## src/design/ooo_pkg.sv

```systemverilog
package ooo_pkg;

    // ========================================================================
    // default sizes, overridden through the top level parameters
    // ========================================================================
    localparam int XLEN_DEF      = 32;
    localparam int PHYS_REGS_DEF = 64;
    localparam int RS_DEPTH_DEF  = 8;

    // ========================================================================
    // instruction fields
    // ========================================================================
    // alu operation code
    typedef logic [2:0]  alu_op_t;
    // raw immediate, sign-extended to XLEN in execute
    typedef logic [11:0] imm_t;

    // register-register ops
    localparam alu_op_t OP_ADD  = 3'd0;
    localparam alu_op_t OP_SUB  = 3'd1;
    localparam alu_op_t OP_AND  = 3'd2;
    localparam alu_op_t OP_OR   = 3'd3;
    localparam alu_op_t OP_XOR  = 3'd4;
    // shifts take the low 5 bits of operand 2
    localparam alu_op_t OP_SLL  = 3'd5;
    localparam alu_op_t OP_SRL  = 3'd6;
    // immediate replaces source 2
    localparam alu_op_t OP_ADDI = 3'd7;

endpackage

```

## src/design/cdb_result.sv

```systemverilog
`timescale 1ns/1ps

module cdb_result import ooo_pkg::*; #(
    parameter  int XLEN      = XLEN_DEF,
    parameter  int PHYS_REGS = PHYS_REGS_DEF,
    localparam int TAG_W     = $clog2(PHYS_REGS)
) (
    input  logic             clock,
    input  logic             rst_n_i,
    // alu result
    input  logic             res_valid_i,
    input  logic [TAG_W-1:0] res_tag_i,
    input  logic [XLEN-1:0]  res_data_i,
    // initial register load
    input  logic             init_we_i,
    input  logic [TAG_W-1:0] init_tag_i,
    input  logic [XLEN-1:0]  init_data_i,
    // operand reads from execute
    input  logic [TAG_W-1:0] rd_tag1_i,
    input  logic [TAG_W-1:0] rd_tag2_i,
    output logic [XLEN-1:0]  rd_data1_o,
    output logic [XLEN-1:0]  rd_data2_o,
    // common data bus
    output logic             cdb_valid_o,
    output logic [TAG_W-1:0] cdb_tag_o,
    output logic [XLEN-1:0]  cdb_data_o
);

    // physical register file
    logic [XLEN-1:0] prf_q [PHYS_REGS];

    // ========================================================================
    // writeback
    // ========================================================================
    always_ff @(posedge clock) begin : prf_write
        if (init_we_i) begin
            prf_q[init_tag_i] <= init_data_i;
        end
        if (res_valid_i) begin
            prf_q[res_tag_i] <= res_data_i;
        end
    end

    // broadcast lines up with the register file write
    always_ff @(posedge clock) begin : cdb_valid_reg
        if (!rst_n_i) begin
            cdb_valid_o <= 1'b0;
        end else begin
            cdb_valid_o <= res_valid_i;
        end
    end

    always_ff @(posedge clock) begin : cdb_payload_reg
        cdb_tag_o  <= res_tag_i;
        cdb_data_o <= res_data_i;
    end

    // ========================================================================
    // read ports
    // ========================================================================
    // write-through on the load port
    // result writes need no path here, consumers wake a cycle after the cdb
    assign rd_data1_o = (init_we_i && (init_tag_i == rd_tag1_i)) ? init_data_i
                                                                 : prf_q[rd_tag1_i];
    assign rd_data2_o = (init_we_i && (init_tag_i == rd_tag2_i)) ? init_data_i
                                                                 : prf_q[rd_tag2_i];

endmodule

```

## config.mk

```make
export PLATFORM = sky130hd
export DESIGN_NAME = cdb_result
export DESIGN_NICKNAME = d
export VERILOG_FILES = /design/src/design/ooo_pkg.sv /design/src/design/cdb_result.sv
export SDC_FILE = /design/constraint.sdc
export NUM_CORES = 2
export LEC_CHECK = 0
export BUFFER_PORTS_ARGS = -buffer_cell sky130_fd_sc_hd__buf_2
export CORE_MARGIN = 1
export CORE_UTILIZATION = 35
export DETAILED_ROUTE_END_ITERATION = 8
export GPL_ROUTABILITY_DRIVEN = 0
export SLEW_MARGIN = 0
export SYNTH_ARGS = -nofsm -noshare
export SYNTH_HDL_FRONTEND = slang
export SYNTH_SLANG_ARGS = --single-unit
```

## constraint.sdc

```tcl
create_clock -name clock -period 4.25 [get_ports clock]
set_clock_uncertainty 0.15 [all_clocks]
set_input_delay 0.6375 -clock clock [delete_from_list [all_inputs] [get_ports clock]]
set_output_delay 0.6375 -clock clock [all_outputs]
set_load 0.1 [all_outputs]
```

Word level (Yosys, flattened, before mapping)
Memories as Yosys holds them, arrays and structs flattened.
Cells that the tools add are included.
W data, S select, Z words.
{"block": "op_classes", "eq_ne": 2, "muxes": 6, "n_reduce_logical": 2}
{"operator": "$mux W32", "count": 2}
{"operator": "$eq A6 B6 Y1", "count": 2}
{"operator": "$mux W1", "count": 4}
{"operator": "$logic_and A1 B1 Y1", "count": 2}
{"block": "totals", "ff_bits": 39, "ram_bits": 2048, "input_bits": 92, "out_inout_bits": 103, "n_memories": 1}
{"name": "prf_q", "depth": 64, "word_bits": 32, "rd": 2, "rd_clocked_by_memory_dff": 0, "write_ports": 2, "line": "cdb_result.sv:30", "source": "logic [XLEN-1:0] prf_q [PHYS_REGS];"}

Longest topological paths before layout
{"block": "depth", "depth_word": 3, "ltp_mapped": 11, "ltp_nobuf": 6}

Least setup slack after synthesis
Ideal clock, no wire load.
{"block": "synth_path", "path_type": "input-to-output", "startpoint": "input rd_tag1_i[0]", "endpoint": "output rd_data1_o[30]", "t_arrival_ns": 4.291, "t_required_ns": 3.462, "setup_slack_ns": -0.829, "cell_stages": 9, "path_buffers": 6, "path_cell_list": "buf_6 buf_6 buf_6 buf_4 buf_6 buf_6 mux2i_1 mux4_2 o21ai_0"}
{"block": "synth_via", "elab_chain_len": 3}
{"item": "start, declared", "line": "cdb_result.sv:19", "source": "input logic [TAG_W-1:0] rd_tag1_i,"}
{"item": "branches (longest 2 deep; another with $mem_v2 Z64 W32)"}
{"item": "$mux W32 (*)", "line": "cdb_result.sv:63", "source": "assign rd_data1_o = (init_we_i && (init_tag_i == rd_tag1_i)) ? init_data_i"}
{"item": "end, declared", "line": "cdb_result.sv:21", "source": "output logic [XLEN-1:0] rd_data1_o,"}
Every way passes the cells marked *.

Worst setup path in the final report
{"block": "layout_path", "startpoint": "input rd_tag1_i[0]", "endpoint": "output rd_data1_o[29]"}
The elaborated chain is that of the path after synthesis.

==> results_dict.tcl <==
set metrics [dict create \
    use_met1_pct 39.0 \
    grt_max_degree 68 \
    slew_violations 0 \
    drc 0 \
    status "complete, but fails checks" \
    syn_area_per_cell_um2 15.7 \
    track_usage_pct 30.7 \
    path_buf_inv 5 \
    via_per_inst 6.90 \
    power_mw 53.0 \
    drt-total-wl_um 553000 \
    finalCritPeriodShare_pct 102 \
    root_buffer "clkbuf_16" \
    tightest_slew_ps 1340 \
    drive_gt1_share_pct 54.1 \
    antenna_found_initial 32 \
    endpoint "rd_data1_o[29]" \
    ys_types 59 \
    ys_ff_latch 2087 \
    die_x_um 593 \
    synth_ff_type "edfxtp_1" \
    grt_busiest_layer "met2" \
    worstPathMaxFanout 16 \
    period_needed_ps 4330 \
    grt_pass1_wl_um 735000 \
    cts_tree "yes" \
    hp-class "primary input to flip-flop" \
    cap_violations 0 \
    final_core_util_pct 41.0 \
    slew_headroom_pct 10.9 \
    met3_usage_pct 10.4 \
    dpl.hpwl_um 344000 \
    cp.depth 11 \
    cts_buffers 263 \
    yosys_warnings 0 \
    endpoint_kind "primary output" \
    crit_top_cell "buf_12" \
    grt_pass1_vias 84700 \
    rows 216 \
    powerDensity_nw_per_um2 373 \
    syn_inst 7811 \
    clock_sinks 2087 \
    ant_nets 0 \
    cp_slowest_cell "buf_6" \
    overflow 0 \
    grt_use_met2_pct 44.7 \
    p_leak_nw 47.4 \
    cts_max_path_buffers 4 \
    cp_cell_sequence "buf_12 -> buf_12 -> buf_12 -> xor2_1 -> nor3_1 -> and2_4 -> nor2_4 -> buf_6 -> nand3_1 -> nand2_1 -> buf_12" \
    io_buffers 194 \
    synth_edf_count 2048 \
    setup_violations 3 \
    vias 87700 \
    core_um2 347000 \
    layout.nets 7995 \
    path_delay_family "buffers and inverters" \
    ios 195 \
    syn_area_um2 122000 \
    synth_nets 7903 \
    wl_per_cell_um 43.5 \
    start_util_pct 35.2 \
    die_area_um2 352000 \
    clk_pin_slew_ps 60 \
    drt_iter0_markers 15600 \
    hold_viol_final 0 \
    path_class "primary input to primary output" \
    area_delta_synth_final_pct 16.4 \
    hold_ws_ps 62.3 \
    fmax_mhz 231 \
    crit_path_start_kind "primary input" \
    yosysSeqAreaShare_pct 50.9 \
    drt-pass1-iter-count 8 \
    required_ps 3460 \
    cp_data_arrival_time_ps 3540 \
    synth-async-reset-ratio_pct 0 \
    ir_worst_vdd_uv 312 \
    die_h_um 593 \
    layout_setup_ws_ps -80.9 \
    h-tree-depth 5 \
    violations "setup timing" \
    setup.worst_path.start "rd_tag1_i[0]" \
    cpPeakStageDelay_ps 430 \
]
[cell type report]
| cell class | instances | area (um2) |
|---|---|---|
| fill | 31400 | 205000 |
| sequential | 2087 | 62300 |
| multi-input combinational | 4660 | 56800 |
| timing repair buffer | 889 | 9090 |
| clock buffer | 334 | 7100 |
| tap | 4578 | 5730 |
| clock inverter | 137 | 1220 |
| antenna | 16 | 40.0 |
| inverter | 2 | 12.5 |
[metrics by stage]
stage / TNS, ps / setup WS [ps] / std cells / area, um2
5_1_grt: -16.6 / -13.3 / 12700 / 142000
4_1_cts: -43.6 / -41.4 / 12700 / 142000
3_3_place_gp: -2080 / -638 / 12200 / 133000
2_1_floorplan: -70000 / -199 / 7811 / 122000
3_5_place_dp: -1520 / -595 / 12200 / 133000
6_report: -109 / -80.9 / 12700 / 142000
[logic make-up after synthesis]
| family | count (synthesis) | synth area share, % |
|---|---|---|
| AOI/OAI and AO/OA | 623 | 3.65 |
| muxes | 3434 | 39.3 |
| buffers and inverters | 1064 | 3.73 |
| xor gates and xnor gates | 12 | 0.0859 |
| DFF | 2087 | 50.9 |
| and+or+nand+nor | 591 | 2.34 |
[sequential cells by signal, summed over array words and instances, names as in the netlist]
name,count
cdb_data_o,32
cdb_tag_o,6
cdb_valid_o,1
prf_q,2048
[cell usage after synthesis, drive strengths merged, types with 39 or more instances]
library cell | n | area [um2]
a22oi | 177 | 1330
a221oi | 73 | 639
nand3 | 139 | 696
o22ai | 64 | 400
buf | 370 | 1950
dfxtp | 39 | 781
mux2i | 492 | 4920
nand4 | 40 | 250
nand2 | 198 | 743
edfxtp | 2048 | 61500
nor2 | 73 | 274
mux2 | 2058 | 23200
o21ai | 106 | 531
clkbuf | 692 | 2600
a21oi | 55 | 275
mux4 | 884 | 19900
[power breakdown]
part | switching (mW) | internal (mW) | leakage, nW
Combinational | 4.58 | 2.99 | 24.6
Clock | 9.63 | 12.8 | 4.05
Sequential | 0.142 | 22.9 | 18.8
Total | 14.4 | 38.7 | 47.4
[cell usage in the layout (no fill, tap or decap), types with 16 or more instances in the layout]
cell type / count
nor2_4: 22
nand4_1: 40
nand3_1: 139
a22o_1: 34
clkbuf_16: 274
buf_2: 132
dfxtp_1: 39
a22oi_1: 177
diode_2: 16
clkinv_2: 38
o21ai_4: 44
buf_4: 525
o22ai_1: 47
o22ai_4: 16
mux2_2: 2058
clkbuf_1: 55
nand2_2: 33
clkinv_1: 43
a21oi_1: 55
a41o_1: 18
a221oi_1: 68
mux2i_1: 491
edfxtp_1: 2048
mux4_2: 884
nor2b_1: 24
buf_12: 193
nor2_1: 41
nor3_1: 25
nand2_1: 153
o21ai_0: 55
[per-layer routing]
layer  vias to the layer above  wire length, um
li1                      32000                -
met1                     45800           198000
met2                      8042           236000
met3                      1845            77900
met4                        20            40800
met5                         -              155
[worst min-delay path by stage]
stage                          startpoint                endpoint  slack, ps  cells past startpoint
final                     init_data_i[16]  prf_q[7][16]$_DFFE_PP_         60                      2
after global routing      init_data_i[11]  prf_q[6][11]$_DFFE_PP_         30                      2
after detailed placement          rst_n_i  cdb_valid_o$_SDFF_PN0_        720                      2
after global placement            rst_n_i  cdb_valid_o$_SDFF_PN0_        690                      2
after floorplan             res_data_i[0]   cdb_data_o[0]$_DFF_P_        520                      0
after CTS                 init_data_i[11]  prf_q[6][11]$_DFFE_PP_          5                      2
[what timing repair did]
item / in CTS / in global routing
pin swaps: 1 / 5
endpoints found under the hold margin: 12 / 0
cloned: 0 / 3
endpoints found under the setup margin: 19 / 33
setup buffers: 0 / 9
hold buffers: 13 / 0
resized for setup: 25 / 33
No activity file was read; power rests on OpenSTA's default activity.
