==> config.mk <==
export PLATFORM = sky130hd
export DESIGN_NAME = alu_execute
export DESIGN_NICKNAME = d
export VERILOG_FILES = /design/src/design/ooo_pkg.sv /design/src/design/alu_execute.sv
export SDC_FILE = /design/constraint.sdc
export NUM_CORES = 1
export LEC_CHECK = 0
export BUFFER_PORTS_ARGS = -buffer_cell sky130_fd_sc_hd__buf_2
export CAP_MARGIN = 20
export CORE_AREA = 2 2 130 132
export DETAILED_ROUTE_END_ITERATION = 6
export DIE_AREA = 0 0 132 134
export PLACE_DENSITY = 0.82
export SETUP_SLACK_MARGIN = 0.05
export SYNTH_ARGS = -nofsm -noshare
export SYNTH_HDL_FRONTEND = slang
export SYNTH_SLANG_ARGS = --single-unit
==> constraint.sdc <==
create_clock -name clock -period 6.9 [get_ports clock]
set_clock_uncertainty 0.2 [all_clocks]
set_input_delay 1.38 -clock clock [delete_from_list [all_inputs] [get_ports clock]]
set_output_delay 1.38 -clock clock [all_outputs]
set_load 0.02 [all_outputs]
==> src/design/ooo_pkg.sv <==
package ooo_pkg;

    // ========================================================================
    // default sizes, overridden through the top level parameters
    // ========================================================================
    localparam int XLEN_DEF      = 32;
    localparam int PHYS_REGS_DEF = 64;
    localparam int RS_DEPTH_DEF  = 8;

    // ========================================================================
    // instruction fields
    // ========================================================================
    // alu operation code
    typedef logic [2:0]  alu_op_t;
    // raw immediate, sign-extended to XLEN in execute
    typedef logic [11:0] imm_t;

    // register-register ops
    localparam alu_op_t OP_ADD  = 3'd0;
    localparam alu_op_t OP_SUB  = 3'd1;
    localparam alu_op_t OP_AND  = 3'd2;
    localparam alu_op_t OP_OR   = 3'd3;
    localparam alu_op_t OP_XOR  = 3'd4;
    // shifts take the low 5 bits of operand 2
    localparam alu_op_t OP_SLL  = 3'd5;
    localparam alu_op_t OP_SRL  = 3'd6;
    // immediate replaces source 2
    localparam alu_op_t OP_ADDI = 3'd7;

endpackage

==> src/design/alu_execute.sv <==
`timescale 1ns/1ps

module alu_execute import ooo_pkg::*; #(
    parameter  int XLEN      = XLEN_DEF,
    parameter  int PHYS_REGS = PHYS_REGS_DEF,
    localparam int TAG_W     = $clog2(PHYS_REGS)
) (
    input  logic             clock,
    input  logic             rst_n_i,
    // issued entry
    input  logic             iss_valid_i,
    input  alu_op_t          iss_op_i,
    input  logic [TAG_W-1:0] iss_src1_i,
    input  logic [TAG_W-1:0] iss_src2_i,
    input  logic [TAG_W-1:0] iss_dest_i,
    input  imm_t             iss_imm_i,
    // operand read port
    input  logic [XLEN-1:0]  rd_data1_i,
    input  logic [XLEN-1:0]  rd_data2_i,
    output logic [TAG_W-1:0] rd_tag1_o,
    output logic [TAG_W-1:0] rd_tag2_o,
    // result toward writeback
    output logic             res_valid_o,
    output logic [TAG_W-1:0] res_tag_o,
    output logic [XLEN-1:0]  res_data_o
);

    // issue register
    logic             ex_valid_q;
    alu_op_t          ex_op_q;
    logic [TAG_W-1:0] ex_src1_q;
    logic [TAG_W-1:0] ex_src2_q;
    logic [TAG_W-1:0] ex_dest_q;
    imm_t             ex_imm_q;

    logic [XLEN-1:0]  imm_ext;
    logic [XLEN-1:0]  alu_result;

    always_ff @(posedge clock) begin : issue_valid
        if (!rst_n_i) begin
            ex_valid_q <= 1'b0;
        end else begin
            ex_valid_q <= iss_valid_i;
        end
    end

    always_ff @(posedge clock) begin : issue_payload
        ex_op_q   <= iss_op_i;
        ex_src1_q <= iss_src1_i;
        ex_src2_q <= iss_src2_i;
        ex_dest_q <= iss_dest_i;
        ex_imm_q  <= iss_imm_i;
    end

    // ========================================================================
    // operand read and alu
    // ========================================================================
    assign rd_tag1_o = ex_src1_q;
    assign rd_tag2_o = ex_src2_q;
    // sign-extend the 12-bit immediate
    assign imm_ext   = {{(XLEN-$bits(imm_t)){ex_imm_q[$bits(imm_t)-1]}}, ex_imm_q};

    always_comb begin : alu
        case (ex_op_q)
            OP_ADD:  alu_result = rd_data1_i + rd_data2_i;
            OP_SUB:  alu_result = rd_data1_i - rd_data2_i;
            OP_AND:  alu_result = rd_data1_i & rd_data2_i;
            OP_OR:   alu_result = rd_data1_i | rd_data2_i;
            OP_XOR:  alu_result = rd_data1_i ^ rd_data2_i;
            // shift amount from low 5 bits only
            OP_SLL:  alu_result = rd_data1_i << rd_data2_i[4:0];
            OP_SRL:  alu_result = rd_data1_i >> rd_data2_i[4:0];
            OP_ADDI: alu_result = rd_data1_i + imm_ext;
            default: alu_result = '0;
        endcase
    end

    assign res_valid_o = ex_valid_q;
    assign res_tag_o   = ex_dest_q;
    assign res_data_o  = alu_result;

endmodule

After elaboration in Yosys (flattened, before gate mapping):

Cells that the tools add are included.

* register bits after elaboration: 34
* bits of input ports: 100
* output and inout port bits: 51
* word-level logic and storage cells: 23

* add/sub/neg operators: 3
* equal/unequal tests: 7
* shift operators: 2
* mux-type cells: 1
* bitwise gates (word level): 3
* reductions and logical operators: 1

Operator list (number)
* 32-bit one-hot mux with 8 select lines: 1
* 32-bit adder: 2
* 32-bit AND: 1
* 32-bit bitwise OR: 1
* 32-bit by 5-bit left shift with 32-bit output: 1
* 32-bit by 5-bit >> shifter with 32-bit output: 1
* 32-bit subtractor: 1
* 32-bit XOR: 1
* 3-bit equality test (second input constant): 4
* 3-bit by 2-bit equality test with 1-bit output (second input constant): 2
* 3-bit by 1-bit equality test with 1-bit output (second input constant): 1
* 3-bit zero test: 1

Longest topological paths before layout:

* word-level depth: 2
* mapped depth: 21
* depth with buffers taken out: 17

Least setup slack after synthesis:

No wires, ideal clock.

* path type: input-to-output
* start: in rd_data2_i[0]
* end: out res_data_o[29]
* arrival: 6.031 ns
* required time: 5.320 ns
* setup slack: -0.711 ns
* stages: 18
* buffers on the path: 4
* path through: buf_2 inv_1 clkbuf_1 clkbuf_1 ha_1 and3_1 nand3_1 nor4b_4 nand2_1 a221o_1 ha_1 clkbuf_1 nand4_1 or2_0 nor4_1 o21a_1 o21ai_0 o311ai_0

* longest elaborated chain between the ends: 2
* elaborated cells between the ends (all ways): 5
* those cells by class: 2 x add/sub; 2 x shift; 1 x mux

Ends and longest elaborated chain
* start: declaration: RTL line alu_execute.sv:19 `input logic [XLEN-1:0] rd_data2_i,`
* 32-bit subtractor, or another cell as far along: RTL line alu_execute.sv:66 `OP_SUB: alu_result = rd_data1_i - rd_data2_i;`
* 32-bit one-hot mux with 8 select lines *: RTL line alu_execute.sv:64 `case (ex_op_q)`
* end: declaration: RTL line alu_execute.sv:25 `output logic [XLEN-1:0] res_data_o`

Every way passes the cells marked *; elsewhere a longest branch is shown, timed or not.

Final worst setup path:

* start: in rd_data2_i[5]
* end: out res_data_o[31]

* longest elaborated chain between the ends: 2
* elaborated cells between the ends (all ways): 3
* those cells by class: 2 x add/sub; 1 x mux

Ends and longest elaborated chain (RTL line)
* 32-bit subtractor or 32-bit adder (tied branches): alu_execute.sv:66, alu_execute.sv:65
* 32-bit one-hot mux with 8 select lines *: alu_execute.sv:64

Marked as above.

==> results.py <==
metrics = {
    "logic_synthesis": {
        "synth_area_leaders": "ha_1, dfxtp_1, mux2i_1, mux4_2, a21oi_1",
        "synthAdderAreaFrac": 0.150,
        "synth.largest_area_cell": "ha_1",
        "syn_area_mm2": 0.00849,
        "syn_inst": 1174,
        "ys_seq_elements": 34,
        "async_flop_share": 0,
        "synth_edf_count": 0,
        "synth_simple_gate_area_frac": 0.187,
        "ys.flop_type": "dfxtp_1",
        "ys_seq_area_frac": 0.0802,
        "yosysTopAreaCellShare": 0.147,
        "yosysWarnings": 0,
        "ys_types": 75,
        "synthXorXnorAreaFrac": 0.0175,
        "avgSynthCellArea_um2": 7.23,
        "synth_top_family_by_area": "compound AO/OA/AOI/OAI gates",
        "synth-compound-area-share": 0.318,
        "synth_mux_area_frac": 0.169,
        "syn-num-nets": 1375,
    },
    "setup_path": {
        "critPathKind": "in2out",
        "cp.arrival_ps": 5360,
        "crit_chain": "buf_2, buf_6, nor4_4, buf_4, and3_4, nand3_4, nor4b_4, buf_4, buf_4, nor3_1, nor2_1, o21ai_1, ha_1, nand4_1, or2_4, nor4_4, o21a_1, o211ai_1, and3_1, o31ai_4, buf_6",
        "slowest_stage": "ha_1",
        "path_max_fanout": 5,
        "crit_start": "rd_data2_i[5]",
        "crit_path_end_kind": "primary output",
        "cpPeakStageDelay_ps": 370,
        "cp_common_cell": "buf_4",
        "critPathLaunchType": "input port",
        "worst_ep_required_time_ps": 5320,
    },
    "cts": {
        "cts_buffer_depth": 2,
        "cts_tree": "built",
        "path_clk_slew_ps": 50,
        "cts.htree.levels": 2,
        "cts_buffers": 5,
        "clock-sinks": 34,
        "cts-root-buf": "clkbuf_16",
        "cts-hold-fix-buffers": 0,
    },
    "sta": {
        "hold_viol_final": 0,
        "setup_viol": 1,
        "timing.setup.tns_ps": -39.0,
        "fin_crit_sh": 1.01,
        "period_minus_slack_ps": 6940,
        "slew_headroom": 0.344,
        "slew_viol_final": 0,
        "worst_slew_pin_slew_ps": 984,
        "rsz0062_at_grt": "yes",
        "fmax_ghz": 0.144,
        "fin_ws_ps": -39.0,
    },
    "cells_and_area": {
        "nets": 1555,
        "fillers": 1416,
        "mostFrequentLayoutCell": "buf_2",
        "layout-drive-gt1-share": 0.272,
        "layout_common_cells": "buf_2, nor2_1, buf_4",
        "post-route-util": 0.645,
        "diodes": 0,
        "area_delta_synth_final_pct": 23.7,
        "design_area_mm2": 0.0105,
    },
    "global_route": {
        "antenna_found_initial": 1,
        "grt_pass1_vias": 9686,
        "grt-ovfl-total": 0,
        "grt_start_max_net_pins": 85,
        "grt_pass1_wl_um": 54700,
        "track_usage": 0.394,
    },
    "detailed_routing": {
        "first_pass_iters": 7,
        "route.detailed.drc": 18,
        "avgViaCountPerCell": 6.93,
        "wl_um": 37400,
        "vias": 10919,
        "ant_nets": 0,
        "post_drt_wl_per_cell_um": 23.7,
        "drt_iter0_markers": 1781,
    },
    "run_status": {
        "outcome": "finished with violations",
        "violations": "design-rule violations, negative setup slack",
    },
    "power": {
        "ir_drop_uv": 144,
        "pwr_density_cell_mw_per_mm2": 139,
        "design_power_total_mw": 1.46,
        "leakage_nw": 4.80,
    },
    "floorplan": {
        "io_pins": 151,
        "core_mm2": 0.0163,
        "die_area_mm2": 0.0177,
        "start_util": 0.521,
        "fp.dieW_um": 132,
        "rows": 47,
        "die_y_um": 134,
    },
    "flow_run": {
        "max_cap_violations": 0,
    },
    "hold_path": {
        "hold_path.startpoint": "iss_imm_i[10]",
        "hold_class": "in2reg",
    },
    "placement": {
        "gp_congestion": 1.05,
        "hpwlAfterDp_um": 28000,
        "io_buffers": 150,
        "dp_slack_ps": -219,
        "placed_cell_area_mm2": 0.00988,
    },
}
per-layer routing:
metal  share of wire  track usage  up-vias
li1                -            -     4779
met2            0.43        0.606      883
met5         0.00037            0        -
met1            0.38        0.552     5112
met4           0.040        0.124        2
met3            0.15       0.0850      143
final timing paths:
path                   end  slack [ps]  cells after the start
min   ex_imm_q[10]$_DFF_P_        1000                      1
max         res_data_o[31]         -40                     21
area by class of cell:
| type | count | area, um^2 | share of cell area |
|---|---|---|---|
| multi-input combinational | 966 | 7400 | 0.705 |
| inverter | 87 | 327 | 0.0311 |
| clock inverter | 3 | 68.8 | 0.00655 |
| sequential | 34 | 682 | 0.0650 |
| tap | 220 | 275 | 0.0262 |
| timing repair buffer | 260 | 1620 | 0.154 |
| clock buffer | 5 | 125 | 0.0119 |
worst max-delay path: cells and delay by family:
kind | cells | cell delay [ps]
buffers and inverters | 6 | 830
adders and majority gates | 1 | 370
AOI/OAI and AO/OA | 4 | 720
and+or+nand+nor | 10 | 2040
what timing repair did:
action / CTS / global route
pin swaps: 6 / 32
gates resized for setup: 8 / 49
setup endpoints to repair: 6 / 12
setup buffers: 5 / 19
synth_stat cells, types with 11 or more instances:
| master | number |
|---|---|
| a21o_1 | 12 |
| mux2i_1 | 62 |
| xnor2_1 | 13 |
| nand3_1 | 18 |
| a221o_1 | 18 |
| nand2_1 | 74 |
| nor3_1 | 30 |
| inv_1 | 86 |
| o221ai_1 | 11 |
| dfxtp_1 | 34 |
| o311ai_0 | 14 |
| clkbuf_1 | 64 |
| o21ai_0 | 89 |
| o211ai_1 | 15 |
| mux4_2 | 26 |
| ha_1 | 100 |
| a211oi_1 | 29 |
| mux2_2 | 20 |
| buf_2 | 14 |
| nor2_1 | 135 |
| a222oi_1 | 12 |
| a21oi_1 | 115 |
| a221oi_1 | 11 |
flip-flops by register name (all words and copies together), names as in the netlist:
signal / cells
rd_tag1_o: 6
res_valid_o: 1
ex_imm_q: 12
rd_tag2_o: 6
res_tag_o: 6
ex_op_q: 3
kinds of logic after synthesis:
| group | count (synthesis) |
|---|---|
| AOI/OAI and AO/OA | 406 |
| and+or+nand+nor | 334 |
| buffers and inverters | 174 |
| muxes | 108 |
| adders and majority gates | 101 |
| DFF | 34 |
| xor gates and xnor gates | 17 |
where the power goes:
part	total [mW]	internal (mW)	switching [mW]
clock network	0.292	0.207	0.0845
logic	0.957	0.372	0.586
registers	0.214	0.207	0.00703
metrics by stage:
step | hold WS [ps] | cells
CTS | 998 | 1556
floorplan | 1210 | 1174
global route | 991 | 1575
detailed placement | 1280 | 1543
global placement | 1280 | 1543
finish | 999 | 1575
Power figures use the tool's default switching activity.
