==> src/design/ooo_pkg.sv <==
package ooo_pkg;

    // ========================================================================
    // default sizes, overridden through the top level parameters
    // ========================================================================
    localparam int XLEN_DEF      = 32;
    localparam int PHYS_REGS_DEF = 64;
    localparam int RS_DEPTH_DEF  = 8;

    // ========================================================================
    // instruction fields
    // ========================================================================
    // alu operation code
    typedef logic [2:0]  alu_op_t;
    // raw immediate, sign-extended to XLEN in execute
    typedef logic [11:0] imm_t;

    // register-register ops
    localparam alu_op_t OP_ADD  = 3'd0;
    localparam alu_op_t OP_SUB  = 3'd1;
    localparam alu_op_t OP_AND  = 3'd2;
    localparam alu_op_t OP_OR   = 3'd3;
    localparam alu_op_t OP_XOR  = 3'd4;
    // shifts take the low 5 bits of operand 2
    localparam alu_op_t OP_SLL  = 3'd5;
    localparam alu_op_t OP_SRL  = 3'd6;
    // immediate replaces source 2
    localparam alu_op_t OP_ADDI = 3'd7;

endpackage

==> src/design/rs_station.sv <==
`timescale 1ns/1ps

module rs_station import ooo_pkg::*; #(
    parameter  int PHYS_REGS = PHYS_REGS_DEF,
    parameter  int RS_DEPTH  = RS_DEPTH_DEF,
    localparam int TAG_W     = $clog2(PHYS_REGS),
    localparam int IDX_W     = (RS_DEPTH > 1) ? $clog2(RS_DEPTH) : 1
) (
    input  logic             clock,
    input  logic             rst_n_i,
    // decoded entry
    input  logic             dec_valid_i,
    input  alu_op_t          dec_op_i,
    input  logic [TAG_W-1:0] dec_src1_i,
    input  logic             dec_src1_rdy_i,
    input  logic [TAG_W-1:0] dec_src2_i,
    input  logic             dec_src2_rdy_i,
    input  logic [TAG_W-1:0] dec_dest_i,
    input  imm_t             dec_imm_i,
    // wake-up
    input  logic             cdb_valid_i,
    input  logic [TAG_W-1:0] cdb_tag_i,
    // issue toward execute
    output logic             iss_valid_o,
    output alu_op_t          iss_op_o,
    output logic [TAG_W-1:0] iss_src1_o,
    output logic [TAG_W-1:0] iss_src2_o,
    output logic [TAG_W-1:0] iss_dest_o,
    output imm_t             iss_imm_o,
    output logic             rs_full_o
);

    // entry state, folded into arrays
    logic [RS_DEPTH-1:0] ent_valid_q;
    logic [RS_DEPTH-1:0] ent_rdy1_q;
    logic [RS_DEPTH-1:0] ent_rdy2_q;
    alu_op_t             ent_op_q   [RS_DEPTH];
    logic [TAG_W-1:0]    ent_src1_q [RS_DEPTH];
    logic [TAG_W-1:0]    ent_src2_q [RS_DEPTH];
    logic [TAG_W-1:0]    ent_dest_q [RS_DEPTH];
    imm_t                ent_imm_q  [RS_DEPTH];

    logic                alloc_found;
    logic [IDX_W-1:0]    alloc_idx;
    logic                iss_found;
    logic [IDX_W-1:0]    iss_idx;

    // ========================================================================
    // slot selection
    // ========================================================================
    always_comb begin : select_slots
        alloc_found = 1'b0;
        alloc_idx   = '0;
        iss_found   = 1'b0;
        iss_idx     = '0;
        for (int i = 0; i < RS_DEPTH; i++) begin
            // lowest empty slot takes the new entry
            if (!ent_valid_q[i] && !alloc_found) begin
                alloc_found = 1'b1;
                alloc_idx   = IDX_W'(i);
            end
            // lowest entry with both operands ready goes out
            if (ent_valid_q[i] && ent_rdy1_q[i] && ent_rdy2_q[i] && !iss_found) begin
                iss_found = 1'b1;
                iss_idx   = IDX_W'(i);
            end
        end
    end

    assign rs_full_o = !alloc_found;

    // ========================================================================
    // occupancy
    // ========================================================================
    // issued slot is never the allocated one, it is still valid here
    always_ff @(posedge clock) begin : occupancy
        if (!rst_n_i) begin
            ent_valid_q <= '0;
        end else begin
            if (iss_found) begin
                ent_valid_q[iss_idx] <= 1'b0;
            end
            if (dec_valid_i && alloc_found) begin
                ent_valid_q[alloc_idx] <= 1'b1;
            end
        end
    end

    // ========================================================================
    // payload and wake-up
    // ========================================================================
    always_ff @(posedge clock) begin : entry_fill
        for (int i = 0; i < RS_DEPTH; i++) begin
            if (dec_valid_i && alloc_found && (alloc_idx == IDX_W'(i))) begin
                ent_op_q[i]   <= dec_op_i;
                ent_src1_q[i] <= dec_src1_i;
                ent_src2_q[i] <= dec_src2_i;
                ent_dest_q[i] <= dec_dest_i;
                ent_imm_q[i]  <= dec_imm_i;
                ent_rdy1_q[i] <= dec_src1_rdy_i;
                ent_rdy2_q[i] <= dec_src2_rdy_i;
            end else if (cdb_valid_i) begin
                // tag match on the bus
                if (ent_src1_q[i] == cdb_tag_i) begin
                    ent_rdy1_q[i] <= 1'b1;
                end
                if (ent_src2_q[i] == cdb_tag_i) begin
                    ent_rdy2_q[i] <= 1'b1;
                end
            end
        end
    end

    // issue outputs
    assign iss_valid_o = iss_found;
    assign iss_op_o    = ent_op_q[iss_idx];
    assign iss_src1_o  = ent_src1_q[iss_idx];
    assign iss_src2_o  = ent_src2_q[iss_idx];
    assign iss_dest_o  = ent_dest_q[iss_idx];
    assign iss_imm_o   = ent_imm_q[iss_idx];

    // producer must honour rs_full_o
    no_disp_when_full: assert property (@(posedge clock) disable iff (!rst_n_i)
        dec_valid_i |-> alloc_found)
        else $error("dispatch into a full reservation station");

endmodule

==> config.mk <==
export PLATFORM = sky130hd
export DESIGN_NAME = rs_station
export DESIGN_NICKNAME = d
export VERILOG_FILES = /design/src/design/ooo_pkg.sv /design/src/design/rs_station.sv
export SDC_FILE = /design/constraint.sdc
export NUM_CORES = 1
export LEC_CHECK = 0
export BUFFER_PORTS_ARGS = -buffer_cell sky130_fd_sc_hd__buf_2
export CELL_PAD_IN_SITES_DETAIL_PLACEMENT = 0
export CELL_PAD_IN_SITES_GLOBAL_PLACEMENT = 2
export CORE_ASPECT_RATIO = 0.8
export CORE_UTILIZATION = 35
export DETAILED_ROUTE_END_ITERATION = 12
export GPL_TIMING_DRIVEN = 0
export PLACE_DENSITY_LB_ADDON = 0.1
export SYNTH_ARGS = -nofsm -noshare
export SYNTH_HDL_FRONTEND = slang
export SYNTH_SLANG_ARGS = --single-unit
==> constraint.sdc <==
create_clock -name clock -period 7.3 [get_ports clock]
set_input_delay 1.46 -clock clock [delete_from_list [all_inputs] [get_ports clock]]
set_output_delay 1.46 -clock clock [all_outputs]
set_load 0.01 [all_outputs]
== Word-level counts from Yosys, hierarchy flattened ==
Memories as Yosys holds them, arrays and structs flattened.
Cells that the tools add are included.
Storage, ports and cells
  output and inout port bits: 35
  bits in registers: 24
  logic and storage cells: 396
  memories kept: 5
  input bits: 45
  RAM bits: 264
Memory list
  ent_imm_q: words 8, bits a word 12, read ports 1, clocked after Yosys merged registers in 0, write ports 1, line rs_station.sv:41  | imm_t ent_imm_q [RS_DEPTH];
  ent_dest_q: words 8, bits a word 6, read ports 1, clocked after Yosys merged registers in 0, write ports 1, line rs_station.sv:40  | logic [TAG_W-1:0] ent_dest_q [RS_DEPTH];
  ent_src1_q: words 8, bits a word 6, read ports 9, clocked after Yosys merged registers in 0, write ports 1, line rs_station.sv:38  | logic [TAG_W-1:0] ent_src1_q [RS_DEPTH];
  ent_src2_q: words 8, bits a word 6, read ports 9, clocked after Yosys merged registers in 0, write ports 1, line rs_station.sv:39  | logic [TAG_W-1:0] ent_src2_q [RS_DEPTH];
  ent_op_q: words 8, bits a word 3, read ports 1, clocked after Yosys merged registers in 0, write ports 1, line rs_station.sv:37  | alu_op_t ent_op_q [RS_DEPTH];
Cells by class
  magnitude comparators: 4
  eq/ne operators: 23
  mux-type cells: 206
  reductions and logical operators: 138
  bitwise operators: 3
Operators with widths (count)
  3-bit two-way mux: 54
  6-bit two-way mux: 21
  6-bit OR reduction: 21
  1-bit two-way mux: 119
  6-bit == test: 16
  12-bit two-way mux: 7
  12-bit OR reduction: 7
  2-bit nonzero test: 24
  1-bit logical AND: 41
  2-bit AND reduction: 16
  8-bit two-way mux: 3
  1-bit zero test: 21
  3-bit OR reduction: 7
  3-bit == test (second input constant): 4
  8-bit bitwise AND: 1
  3-bit by 4-bit < comparator with 1-bit output (second input constant): 2
  8-bit inverter: 1
  8-bit OR: 1
  1-bit demux with 3-bit select: 2
  3-bit by 2-bit == test with 1-bit output (second input constant): 2
  3-bit by 1-bit greater-or-equal comparator with 1-bit output (second input constant): 2
  3-bit by 1-bit == test with 1-bit output (second input constant): 1
  3-bit zero test: 1

== Logic depth before layout (Yosys ltp) ==
  depth in word-level cells: 34
  depth in mapped cells: 9
  gate-level depth less buffers: 6

== Worst setup path before layout ==
Ideal clock, no wire load.
  kind: input-to-reg
  start point: input dec_valid_i
  end point: memory ent_dest_q[2][0] in the netlist's numbering (enable)
  slack: 3.850 ns
  required time: 6.877 ns
  setup time: 0.423 ns
  stages: 2
  arrival: 3.027 ns
  buffers on the path: 0
  path through: nand3_1 -> nor2_1
Between the ends
  cells in the longest elaborated chain, start to end: 12
  elaborated cells on any way between the ends: 46
  classes of those cells: mux: 30; reduce/logical: 16
Ends and longest elaborated chain
  from (decl): line rs_station.sv:12  | input logic dec_valid_i,
  1-bit logical AND *: line rs_station.sv:94  | if (dec_valid_i && alloc_found && (alloc_idx == IDX_W'(i))) begin
  1-bit logical AND: line rs_station.sv:94
  1-bit two-way mux: line rs_station.sv:94
  1-bit two-way mux (not written as such): line rs_station.sv:98  | ent_dest_q[i] <= dec_dest_i;
  6-bit OR reduction (no line)
  3-bit two-way mux (no line) or 1-bit two-way mux (tied branches) (7 in series)
  to (decl): line rs_station.sv:40
Mark *: on every way between the ends. The rest lies on a longest branch, timed or not.

== Final worst setup path ==
  start point: register ent_valid_q[5]
  end point: output iss_src2_o[0]
Between the ends
  cells in the longest elaborated chain, start to end: 11
  elaborated cells on any way between the ends: 13
  classes of those cells: mux: 5; reduce/logical: 7; memory: 1
Ends and longest elaborated chain
  from (decl): line rs_station.sv:34  | logic [RS_DEPTH-1:0] ent_valid_q;
  from (signal assigned): line rs_station.sv:78  | ent_valid_q <= '0;
  from (signal, indexed assignment): line rs_station.sv:81  | ent_valid_q[iss_idx] <= 1'b0;
  from (signal, indexed assignment): line rs_station.sv:84  | ent_valid_q[alloc_idx] <= 1'b1;
  1-bit logical AND * (3 in series): line rs_station.sv:63  | if (ent_valid_q[i] && ent_rdy1_q[i] && ent_rdy2_q[i] && !iss_found) begin
  1-bit two-way mux: line rs_station.sv:63
  1-bit zero test: line rs_station.sv:63
  1-bit logical AND: line rs_station.sv:63
  1-bit two-way mux: line rs_station.sv:63
  1-bit zero test: line rs_station.sv:63
  1-bit logical AND: line rs_station.sv:63
  3-bit two-way mux *: line rs_station.sv:63
  memory read 8 x 6 bit *
  to (decl): line rs_station.sv:27  | output logic [TAG_W-1:0] iss_src2_o,
Marked as above.

==> results by group <==
Floorplanning
  – Die X: 212.6 µm
  – Site row count: 61
  – Die area: 36240 µm²
  – Die Y: between 150 and 200 µm
  – Boundary pin count: 80
  – Core ar.: 34800 µm²
  – Initial Util: between 30 and 40%

Yosys
  – Post-synth EDFFs: 280
  – Synth Flop Type: edfxtp_1
  – Synth async-reset ratio: 0%
  – Synthesized cell area: 12420 µm²
  – Register area share after synthesis: 69.00%
  – Register bit total from synthesis: 288
  – Syn_nets: 839
  – Syn. warnings: 0
  – Synth Area per Inst: 15.64 µm²
  – Yosys cell types: 47
  – Mapped Cells: 794

Route
  – Via count: ~7800
  – Remaining DRCs: 0
  – Met3 wire len: 2307 µm
  – Metal-1 WL: 18400 µm
  – Routed wire length: just under 40000 µm
  – Met2 wire length: between 15000 and 20000 µm
  – Initial DRC count: 745
  – Final ANT Viol Nets: 0
  – Vias per inst: 5.577
  – Initial DRT Pass Iterations: 5
  – Uppermost routed layer: met5
  – Wire length per cell: 27.88 µm

Pwr
  – Internal power: 0.002825 W
  – Comb pwr share: 5.5%
  – Register share of total power: 51.0%
  – Switching Fraction: 22.19%
  – Power Total: 0.003630 W
  – Clock power share: 43.5%
  – P per Cell Area: 249.5 nW/µm²
  – Lkg Pwr: between 4 and 5 nW
  – Net Sw Power: 0.0008055 W
  – Peak VDD IR: roughly 0.18 mV

Clock tree
  – Clock Tree Root: clkbuf_16
  – # H-tree levels: 1
  – Post_cts resized: 0
  – TritonCTS Buffers: 31
  – Clk Latency, worst-skew pair: 0.59 ns
  – Clock transition at path regs: roughly 0.060 ns
  – Post-CTS Hold Buffers: 0
  – Post-CTS setup buffer count: 0
  – Clk sinks: between 200 and 300
  – CTS tree: done
  – Max clock buf depth: 3

Timing
  – Slew HR: 28.08%
  – RSZ-0062 raised after global routing: no
  – Max Fclk: approximately 180 MHz
  – Worst slew pin tran: 1.079 ns
  – Max Slew Vio Count: 0
  – Setup TNS: 0 ns
  – Hold violation count in the final report: 0
  – Final setup vio count: 0
  – Final setup skew: roughly 0.013 ns
  – Period minus WS final: 5.457 ns
  – Post-route setup slack: 1.843 ns
  – Final period util: 74.75%

Worst setup path
  – Reg2reg path depth: 5
  – RR Startpoint: ent_valid_q[0]
  – WP data required: approximately 6 ns
  – Setup crit end kind: output port
  – Worst r2r dst: ent_imm_q[5][5]
  – CP max FO: 10
  – WP data arrival: about 4.0 ns
  – Worst Setup Start Kind: flip-flop
  – Reg-to-reg setup timing slack: 4.89 ns
  – Kind of critical path: reg2out

Finish
  – Area grow syn2layout: 17.16%
  – NumNets Final: ~950
  – Fraction of layout cells with a size suffix above 1: between 20% and 30%
  – Layout fillers: about 3300

Place
  – HPWL Detailed: 26410 µm
  – IO buf count: 72
  – Pre-CTS WS: between 2 and 2.5 ns
  – RD Place Congestion: 0.8478

Global routing
  – GRT Total Usage: 22.00%
  – First-pass GRT wire length: 56170 µm
  – Largest net degree at the start of global routing: 29
  – Number of global-route vias before repair: around 8000
  – Initial antenna violation count: 3
  – Congestion Overflow GR: 0

Job
  – Max Cap Viol: 0

Min path
  – Hold Path Origin: ent_valid_q[6]
  – Worst Hold Class: reg2reg
  – Hold endpoint: ent_valid_q[6]
  – Hold Path Cell Cnt: 2

Run status
  – Outcome: finished clean
worst max path at each step:
stage	to	slack, ns	cells past startpoint	start
finish	iss_src2_o[0]	1.84	8	ent_valid_q[5]
global route	iss_src2_o[0]	1.72	8	ent_valid_q[5]
CTS	iss_src2_o[2]	1.87	8	ent_valid_q[5]
detailed placement	iss_src2_o[2]	2.48	8	ent_valid_q[5]
global placement	ent_imm_q[2][5]	1.74	3	dec_valid_i
floorplan	ent_dest_q[2][0]	3.85	2	dec_valid_i
through the flow:
stage | utilization (%) | cells | hold WS, ns | area (µm²)
finish | 41.80 | 1404 | 0.5223 | 14550
CTS | 41.79 | 1402 | 0.5214 | 14540
global placement | 38.41 | 1338 | 0.5050 | 13370
global route | 41.80 | 1404 | 0.5447 | 14550
detailed placement | 38.89 | 1346 | 0.5090 | 13540
floorplan | - | 794 | 0.4741 | 12420
state kept, by name, indices dropped and copies added (netlist names):
signal / count
ent_dest_q: 48
ent_imm_q: 96
ent_op_q: 24
ent_rdy1_q: 8
ent_rdy2_q: 8
ent_src1_q: 48
ent_src2_q: 48
ent_valid_q: 8
layout make-up:
type / count / area (µm²) / share of cell area (%)
inverters: 8 / 30.03 / 0.2064
multi-input cells: 444 / 3552 / 24.42
well taps: 472 / 590.6 / 4.059
plain buffers: 54 / 275.3 / 1.892
clock inverters: 20 / 212.7 / 1.462
diodes: 2 / 5.005 / 0.03440
flip-flops and latches: 288 / 8568 / 58.89
repair buffers: 80 / 520.5 / 3.578
clock buffers: 36 / 794.5 / 5.461
power by group through the flow:
stage	clock (W)	combinational (W)	sequential, W
CTS	0.00161	0.000201	0.00185
global placement	0	0.000192	0.00189
finish	0.00158	0.000199	0.00185
floorplan	0	0.000101	0.00188
global route	0.00167	0.000213	0.00185
detailed placement	0	0.000200	0.00189
metal layers:
metal  global-route usage, %  up-vias
met1                   32.20     4088
met3                   3.838       62
met2                   33.42      255
li1                        -     3423
met5                       0        -
met4                   6.068        2
worst max-delay path, stage by stage, from the launching register on:
cell,delay [ns]
dfxtp_1,0.42
and3_4,0.25
nand2b_4,0.14
buf_2,0.32
nor2_1,0.11
a21oi_1,0.86
clkbuf_1,0.78
o22ai_1,0.32
buf_2,0.21
logic make-up (layout without fill, tap and decap cells):
family / count (synthesis) / after routing / share of synthesized area [%]
DFF: 288 / 288 / 69.00
and+or+nand+nor: 104 / 104 / 5.048
other: 0 / 2 / 0
muxes: 49 / 49 / 3.950
buffers and inverters: 62 / 198 / 2.458
AOI/OAI and AO/OA: 195 / 195 / 12.78
xor gates and xnor gates: 96 / 96 / 6.771
cell usage in the layout, fill, tap and decap left out, types with 8 or more instances in the layout:
cell / n
a22oi_1: 12
xnor2_1: 66
buf_12: 8
o221ai_1: 16
o22ai_1: 19
xor2_1: 30
edfxtp_1: 280
mux2i_1: 49
o211ai_1: 20
dfxtp_1: 8
clkbuf_1: 34
clkbuf_16: 31
o21ai_0: 21
o41ai_1: 10
nand2_1: 24
or2_2: 12
nand4_1: 17
buf_2: 82
a221oi_2: 10
nand3_1: 19
a22o_1: 46
a221oi_1: 24
synth_stat cells (12+ instances only):
master	n	share of area [%]
clkbuf_1	29	0.88
o21ai_0	21	0.85
a221oi_1	24	1.7
o22ai_1	19	0.96
a22oi_1	12	0.73
edfxtp_1	280	68
nand4_1	17	0.86
o211ai_1	20	1.2
mux2i_1	49	3.9
nand2_1	24	0.73
nand3_1	19	0.77
o221ai_1	16	1.1
xnor2_1	66	4.7
or2_2	12	0.60
xor2_1	30	2.1
a22o_1	46	3.2
No activity file was read; power rests on OpenSTA's default activity.
